**config.mk**
```make
export PLATFORM = sky130hd
export DESIGN_NAME = fetchUnit
export DESIGN_NICKNAME = d
export VERILOG_FILES = /design/src/cpuPkg.sv /design/src/apbPkg.sv /design/src/fetchUnit.sv /design/src/instrLatch.sv /design/src/fetchSequencer.sv /design/src/programCounter.sv /design/src/nextPcLogic.sv
export VERILOG_INCLUDE_DIRS = /design/src
export SDC_FILE = /design/constraint.sdc
export NUM_CORES = 1
export LEC_CHECK = 0
export ABC_AREA = 0
export BUFFER_PORTS_ARGS = -buffer_cell sky130_fd_sc_hd__buf_2
export CAP_MARGIN = 20
export CORE_MARGIN = 4
export CORE_UTILIZATION = 53
export DETAILED_ROUTE_END_ITERATION = 8
export GPL_ROUTABILITY_DRIVEN = 1
export HOLD_SLACK_MARGIN = 0.05
export PLACE_DENSITY_LB_ADDON = 0.08
export SLEW_MARGIN = 5
export SYNTH_ARGS = -nofsm -noshare
export SYNTH_HDL_FRONTEND = slang
export SYNTH_HIERARCHICAL = 1
export SYNTH_SLANG_ARGS = --single-unit
```
**constraint.sdc**
```tcl
create_clock -name CLK -period 3.7 [get_ports CLK]
set_input_delay 0.37 -clock CLK [delete_from_list [all_inputs] [get_ports CLK]]
set_output_delay 0.37 -clock CLK [all_outputs]
set_load 0.03 [all_outputs]
```
**src/cpu_consts.svh**
```systemverilog
`ifndef CPU_CONSTS_SVH
`define CPU_CONSTS_SVH

// datapath width, instructions and addresses share it
`define CPU_WORD_WIDTH 16

// program counter after reset
`define RESET_PC 16'h0000

// sequential fetch advances one 16-bit word
`define PC_STEP 16'd2

// condition flag select codes
`define CC_SEL_Z 2'b00
`define CC_SEL_C 2'b01
`define CC_SEL_S 2'b10
`define CC_SEL_P 2'b11

// jump mode
`define JR_REL 1'b0
`define JR_ABS 1'b1

`endif
```
**src/cpuPkg.sv**
```systemverilog
`include "cpu_consts.svh"

package cpuPkg;

	// instruction address
	typedef logic [`CPU_WORD_WIDTH-1:0] pcAddr;

	// instruction or operand word
	typedef logic [`CPU_WORD_WIDTH-1:0] cpuWord;

	// condition flags from the execute stage
	typedef struct packed {
		logic sign;
		logic carry;
		logic zero;
		logic parity;
	} ccFlags;

	// branch control for the committed instruction
	typedef struct packed {
		logic       jmp;      // unconditional jump
		logic       jr;       // JR_REL or JR_ABS
		logic       ccApply;  // conditional relative branch
		logic [1:0] ccSelect; // one of the CC_SEL codes
		logic       ccInvert;
	} branchCtl;

	// fetch FSM states
	typedef enum logic [2:0] {
		IDLE,
		SETUP,
		ACCESS,
		HOLD,
		FAULT
	} fetchState;

endpackage

```
**src/apbPkg.sv**
```systemverilog
`include "cpu_consts.svh"

package apbPkg;

	import cpuPkg::*;

	// master to slave, reads only so no pwrite or pwdata
	typedef struct packed {
		logic  psel;
		logic  penable;
		pcAddr paddr;
	} apbReq;

	// slave to master
	typedef struct packed {
		cpuWord prdata;
		logic   pready;
		logic   pslverr;
	} apbRsp;

endpackage

```
**src/fetchUnit.sv**
```systemverilog
`timescale 1ns/1ps
`include "cpu_consts.svh"

module fetchUnit
	import cpuPkg::*;
	import apbPkg::*;
(
	input  logic     CLK,
	input  logic     rstN,

	// APB master port
	output apbReq    req,
	input  apbRsp    rsp,

	// execute stage port
	output cpuWord   instr,
	output pcAddr    instrAddr,
	output logic     instrValid,
	input  logic     commit,
	input  branchCtl branch,
	input  ccFlags   flags,
	input  cpuWord   operand,
	output logic     fault
);

	pcAddr pc;
	pcAddr nextPc;
	logic  capture;
	logic  load;

	fetchSequencer seq (
		.CLK        (CLK),
		.rstN       (rstN),
		.pc         (pc),
		.rsp        (rsp),
		.req        (req),
		.commit     (commit),
		.instrValid (instrValid),
		.capture    (capture),
		.load       (load),
		.fault      (fault)
	);

	programCounter pcReg (
		.CLK    (CLK),
		.rstN   (rstN),
		.load   (load),
		.nextPc (nextPc),
		.pc     (pc)
	);

	// branch inputs are sampled in the commit cycle
	nextPcLogic nextPcCalc (
		.pc      (pc),
		.branch  (branch),
		.flags   (flags),
		.operand (operand),
		.nextPc  (nextPc)
	);

	// address tag is the pc of the access in flight
	instrLatch latch (
		.CLK          (CLK),
		.rstN         (rstN),
		.capture      (capture),
		.releaseInstr (load),
		.rdata        (rsp.prdata),
		.addr         (pc),
		.instr        (instr),
		.instrAddr    (instrAddr),
		.instrValid   (instrValid)
	);

endmodule

```
**src/instrLatch.sv**
```systemverilog
`timescale 1ns/1ps
`include "cpu_consts.svh"

module instrLatch
	import cpuPkg::*;
(
	input  logic   CLK,
	input  logic   rstN,
	input  logic   capture,
	input  logic   releaseInstr,
	input  cpuWord rdata,
	input  pcAddr  addr,
	output cpuWord instr,
	output pcAddr  instrAddr,
	output logic   instrValid
);

	cpuWord wordReg;
	pcAddr  addrReg;
	logic   validReg;

	// payload only changes on capture, so it holds through HOLD
	always_ff @(posedge CLK) begin
		if (capture) begin
			wordReg <= rdata;
			addrReg <= addr;
		end
	end

	always_ff @(posedge CLK) begin
		if (!rstN) begin
			validReg <= 1'b0;
		end else if (capture) begin
			validReg <= 1'b1;
		end else if (releaseInstr) begin
			validReg <= 1'b0; // dropped on the commit edge
		end
	end

	assign instr      = wordReg;
	assign instrAddr  = addrReg;
	assign instrValid = validReg;

endmodule

```
**src/fetchSequencer.sv**
```systemverilog
`timescale 1ns/1ps
`include "cpu_consts.svh"

module fetchSequencer
	import cpuPkg::*;
	import apbPkg::*;
(
	input  logic  CLK,
	input  logic  rstN,
	input  pcAddr pc,
	input  apbRsp rsp,
	output apbReq req,
	input  logic  commit,
	input  logic  instrValid,
	output logic  capture,
	output logic  load,
	output logic  fault
);

	fetchState state;
	fetchState nextState;
	logic      accessDone;
	logic      accessOk;
	logic      accessErr;
	logic      commitOk;

	// end of the APB access phase
	assign accessDone = (state == ACCESS) && rsp.pready;
	assign accessOk   = accessDone && !rsp.pslverr;
	assign accessErr  = accessDone && rsp.pslverr;

	// commit counts only while the instruction is valid
	assign commitOk = (state == HOLD) && commit && instrValid;

	always_ff @(posedge CLK) begin
		if (!rstN) begin
			state <= IDLE;
		end else begin
			state <= nextState;
		end
	end

	always_comb begin
		nextState = state;
		case (state)
			IDLE: begin
				nextState = SETUP; // one quiet cycle after reset
			end
			SETUP: begin
				nextState = ACCESS;
			end
			ACCESS: begin
				if (accessErr) begin
					nextState = FAULT;
				end else if (accessOk) begin
					nextState = HOLD;
				end
			end
			HOLD: begin
				// execute stage back-pressures by holding off commit
				if (commitOk) begin
					nextState = SETUP;
				end
			end
			FAULT: begin
				nextState = FAULT; // parked until reset
			end
			default: begin
				nextState = IDLE;
			end
		endcase
	end

	// bus phases come straight from the state, paddr from the counter
	always_comb begin
		req.psel    = (state == SETUP) || (state == ACCESS);
		req.penable = (state == ACCESS);
		req.paddr   = pc; // pc only moves in HOLD so it is stable per access
	end

	assign capture = accessOk;
	assign load    = commitOk;
	assign fault   = (state == FAULT);

endmodule

```
**src/programCounter.sv**
```systemverilog
`timescale 1ns/1ps
`include "cpu_consts.svh"

module programCounter
	import cpuPkg::*;
(
	input  logic  CLK,
	input  logic  rstN,
	input  logic  load,
	input  pcAddr nextPc,
	output pcAddr pc
);

	pcAddr pcReg;

	// load only moves on an accepted commit
	always_ff @(posedge CLK) begin
		if (!rstN) begin
			pcReg <= `RESET_PC;
		end else if (load) begin
			pcReg <= nextPc;
		end
	end

	assign pc = pcReg;

endmodule

```
**src/nextPcLogic.sv**
```systemverilog
`timescale 1ns/1ps
`include "cpu_consts.svh"

module nextPcLogic
	import cpuPkg::*;
(
	input  pcAddr    pc,
	input  branchCtl branch,
	input  ccFlags   flags,
	input  cpuWord   operand,
	output pcAddr    nextPc
);

	logic  flagSel;
	logic  condTrue;
	pcAddr stepTarget;
	pcAddr relTarget;
	pcAddr absTarget;

	// pick the flag named by ccSelect
	always_comb begin
		flagSel = 1'b0;
		case (branch.ccSelect)
			`CC_SEL_Z: flagSel = flags.zero;
			`CC_SEL_C: flagSel = flags.carry;
			`CC_SEL_S: flagSel = flags.sign;
			`CC_SEL_P: flagSel = flags.parity;
			default:   flagSel = 1'b0;
		endcase
	end

	assign condTrue = flagSel ^ branch.ccInvert;

	// all sums wrap at 16 bits
	assign stepTarget = pc + `PC_STEP;
	assign relTarget  = pc + operand;
	assign absTarget  = operand;

	always_comb begin
		if (branch.jmp) begin
			if (branch.jr == `JR_ABS) begin
				nextPc = absTarget;
			end else begin
				nextPc = relTarget;
			end
		end else if (branch.ccApply && condTrue) begin
			nextPc = relTarget; // conditional branches are always relative
		end else begin
			nextPc = stepTarget;
		end
	end

endmodule

```
==> run summary <==
The run finished with clean final reports. Counting the buffers created by CTS gives 5. The worst setup path is of the register to register kind.

The clock latency of the later-clocked register in the worst-skew pair came out at 0.31 ns. For this design, the CTS-stage hold fixing added 0 buffers. The clock skew after layout came out at 0.00907 ns. After the first detailed-routing iteration, the DRC count stood at 144. The first global-routing pass estimated 12500 um of wire.

The number of instances resized during post-cts repair is 0. The core outline area came out at 0.00639 mm^2. The clock sink count is 52. The die footprint is 0.00794 mm^2. Leaving out filler cells and counting taps, the final layout contains 515. The width of the die is 89.1 um. The number of cells on the worst reg-to-reg path is 10. For the pin with the worst max-slew slack, the measured transition is 0.647 ns. The per-cell routed wire length came out at 15.7 um. In this run, placement finished with an instance count of 507. For this configuration, the core starts out at a cell density of 54.6%. The final hold violation count came out at 0. The leakage power of the design is 1.69 nW. The die outline height came out at 89.1 um.

The count of warnings emitted by yosys came out at 6. The utilization after layout is 62.8%. The highest clock rate is 367 MHz.

The average instance area after synthesis is 9.79 um^2. The number of vias per cell after detailed routing is 5.69. The total congestion overflow after global routing is 0. The biggest area contributor in the post-synthesis netlist is sky130_fd_sc_hd__edfxtp_1.

The post-detailed-route count of antenna-violating nets is 0. The HPWL after detailed placement came out at 6030 um. The final count of pins violating max slew is 0. The kind of start point of the critical path is a register. The signed area change from the synthesized netlist to the final layout came out at 15.0%. TritonCTS built the clock tree.

The share of synthesized flip-flops with an asynchronous set or reset came out at 0%. The number of global-route vias before repair came out at 2616. The fraction of layout instances using a drive strength above 1 is 27.9%.

Counting distinct cell types in the post-synthesis netlist gives 59. The largest voltage drop on the vdd net came out at 0.000262 V. The synthesized flop and latch total is 52. The time the worst path needs with I/O delays and setup is 2.73 ns. The number of buffers on the longest clock path is 2. Among all stages on the critical path, the largest delay is contributed by sky130_fd_sc_hd__dfxtp_1. The fill cell instance count of the final layout is 572.

The count of inserted antenna diode cells came out at 0. The reg-to-reg critical path startpoint is pcReg/pc[8]. The count of cells along the worst hold path is 1. For the worst setup path, the data arrival time is 2.93 ns. The number of nets handed over by synthesis was 420. The worst hold endpoint is latch/instr[0].

Pin placement for this block handled 99 I/O pins. The H-tree was split into 2 levels. The power per cell area is 295 mW/mm^2.

The flop-to-flop setup slack is 0.97 ns. The share of the clock period used by the worst path after layout is 73.7%. The clock-pin slew of the registers on the worst-case setup and hold paths came out at 0.11 ns. The site row count came out at 29. The total negative setup slack came out at 0 ns.

Synthesis handed over a netlist of 356 instances. The via count is 2928. The hold path startpoint is rsp[2]. The global-route total usage across every layer is 20.1%.

CTS placed an instance of sky130_fd_sc_hd__clkbuf_8 at the clock tree root. The delay contributed by the slowest stage of the critical path came out at 0.49 ns. The number of antenna violations at the first check in global routing is 0.

The share of synthesized area in the top cell type comes to 27.6%. The final layout contains routed wiring with a total length of 8090 um. In this run the critical register-to-register path is captured at pcReg/pc[13]. Entering global routing, the biggest net connects 30 pins. Max-cap violations in this run came to 0. The critical path endpoint category is a register. The critical path goes through ha_1 > a21oi_1 > o21ai_0 > a31oi_2 > nand2_1 > a21boi_0 > xor2_1 > o221ai_1 > mux2i_1 > nor2b_1.

The critical path required time came out at 3.91 ns. The quantity of I/O buffers inserted on ports came out at 98. After detailed routing, the number of remaining DRC violations is 0. The setup-violating endpoint count in the final report came out at 0.

The post-CTS setup repair buffer count came out at 0. Of all nets on the critical path, the largest fanout is 8. The most used flip-flop cell after synthesis is sky130_fd_sc_hd__edfxtp_1. By area the synthesized netlist is led by sky130_fd_sc_hd__edfxtp_1 28%, sky130_fd_sc_hd__dfxtp_1 11%, sky130_fd_sc_hd__mux2i_1 6.6%, sky130_fd_sc_hd__ha_1 5.7%, sky130_fd_sc_hd__a21oi_1 3.9%. The total design power came out at 1.18 mW. The count of nets after finishing came out at 501. The synthesized area is 0.00349 mm^2. The min-delay analysis places its worst path in the category primary input to register. The weighted congestion reported at the end of routability-driven placement came out at 0.871. The share of the Yosys chip area taken by registers is 39.1%. Yosys mapped a number of flops with a built-in enable equal to 32.

Setup repair after global routing left no endpoint under its margin. The remaining max-slew budget at the tightest pin is 55.6%. For this run, the detailed router's first-pass iteration total came to 5.
==> worst max-delay path, delay by kind of cell, from the launching register on <==
kind                     cells  cell delay, ns
AO/OA/AOI/OAI                5            1.11
AND/OR/NAND/NOR              2            0.24
adder cells (fa/ha/maj)      1            0.36
multiplexers                 1            0.16
flip-flops                   1            0.49
XOR/XNOR                     1            0.25
==> routing by layer <==
layer	GRT usage [%]	vias to the layer above	routed length [um]
met2	31.0	111	3590
li1	-	1458	-
met1	28.6	1344	3720
met3	3.59	15	640
met5	0	-	0
met4	6.50	0	138
==> Yosys cell counts, types with 2 or more instances <==
| library cell | instances |
|---|---|
| sky130_fd_sc_hd__dfxtp_1 | 20 |
| sky130_fd_sc_hd__a31oi_1 | 4 |
| sky130_fd_sc_hd__a2111oi_4 | 2 |
| sky130_fd_sc_hd__nand2_1 | 32 |
| sky130_fd_sc_hd__o21bai_1 | 3 |
| sky130_fd_sc_hd__a21oi_1 | 27 |
| sky130_fd_sc_hd__buf_2 | 3 |
| sky130_fd_sc_hd__nand2b_1 | 5 |
| sky130_fd_sc_hd__xor2_1 | 11 |
| sky130_fd_sc_hd__nand4_1 | 5 |
| sky130_fd_sc_hd__o211ai_1 | 2 |
| sky130_fd_sc_hd__nand3_1 | 12 |
| sky130_fd_sc_hd__o21ai_0 | 16 |
| sky130_fd_sc_hd__nor2_1 | 23 |
| sky130_fd_sc_hd__edfxtp_1 | 32 |
| sky130_fd_sc_hd__nor3_1 | 5 |
| sky130_fd_sc_hd__nor2b_1 | 16 |
| sky130_fd_sc_hd__o21a_1 | 3 |
| sky130_fd_sc_hd__and2_1 | 2 |
| sky130_fd_sc_hd__buf_4 | 16 |
| sky130_fd_sc_hd__xnor2_1 | 13 |
| sky130_fd_sc_hd__a211oi_1 | 5 |
| sky130_fd_sc_hd__inv_1 | 7 |
| sky130_fd_sc_hd__mux2i_1 | 23 |
| sky130_fd_sc_hd__a21o_1 | 8 |
| sky130_fd_sc_hd__o221ai_1 | 2 |
| sky130_fd_sc_hd__nor2b_4 | 3 |
| sky130_fd_sc_hd__and3_1 | 5 |
| sky130_fd_sc_hd__ha_1 | 16 |
| sky130_fd_sc_hd__clkbuf_1 | 6 |
==> report_power, final <==
group	leakage [nW]	switching [mW]	internal [mW]
registers	0.444	0.00969	0.624
clock network	0.0463	0.209	0.139
logic	1.20	0.118	0.0819
total	1.69	0.337	0.846
==> sequential cells by signal, summed over array words and instances, names as in the netlist <==
name / cells
pcReg/pc: 16
latch/instrValid: 1
seq/state: 3
latch/instrAddr: 16
latch/instr: 16
==> logic make-up after synthesis <==
| logic type | synth area share, % |
|---|---|
| compound gates | 17.3 |
| xor+xnor | 6.03 |
| fa+ha+maj | 6.32 |
| buf+inv | 6.28 |
| flops | 39.1 |
| mux | 7.68 |
| simple gates | 17.3 |
==> metrics by stage <==
stage / setup slack (ns) / hold slack [ns] / area (um^2)
floorplan: 0.396 / 0.447 / 3490
global placement: 0.978 / 0.498 / 3910
detailed placement: 0.877 / 0.500 / 3910
CTS: 1.00 / 0.216 / 4010
global route: 0.805 / 0.210 / 4010
finish: 0.974 / 0.224 / 4010
==> area by class of cell <==
| class | count | area (um^2) | area share (%) |
|---|---|---|---|
| Clock buffer | 5 | 68.8 | 1.72 |
| Clock inverter | 3 | 27.5 | 0.686 |
| Inverter | 8 | 30.0 | 0.749 |
| Multi-Input combinational cell | 269 | 1910 | 47.7 |
| Sequential cell | 52 | 1360 | 33.9 |
| Tap cell | 77 | 96.3 | 2.40 |
| Timing Repair Buffer | 101 | 513 | 12.8 |
==> placed cells by master (no fill, tap or decap), drive strengths merged, types with 2 or more instances in the layout <==
cell | synthesis | routed
buf | 21 | 101
edfxtp | 32 | 32
nand2 | 32 | 32
a21oi | 27 | 27
mux2i | 23 | 23
nor2 | 23 | 23
dfxtp | 20 | 20
nor2b | 19 | 19
o21ai | 17 | 17
ha | 16 | 16
xnor2 | 13 | 13
nand3 | 12 | 12
xor2 | 11 | 11
a21o | 8 | 8
inv | 7 | 8
nor3 | 6 | 6
clkbuf | 6 | 5
nand2b | 5 | 5
nand4 | 5 | 5
and3 | 5 | 5
a211oi | 5 | 5
a31oi | 5 | 5
o21a | 3 | 3
o21bai | 3 | 3
and2 | 3 | 3
a2111oi | 3 | 3
o221ai | 2 | 2
o211ai | 2 | 2
clkinv | 1 | 2
a21boi | 2 | 2
==> worst max path at each step <==
stage	startpoint	end	slack (ns)
finish	pcReg/pc[8]	pcReg/pc[13]	0.97
CTS	pcReg/pc[8]	pcReg/pc[13]	1.00
detailed placement	branch[1]	pcReg/pc[15]	0.88
global placement	branch[1]	pcReg/pc[15]	0.98
floorplan	seq/state[1]	latch/instrAddr[0]	0.40
global route	pcReg/pc[8]	pcReg/pc[13]	0.81
(Power assumes the default switching activity.)
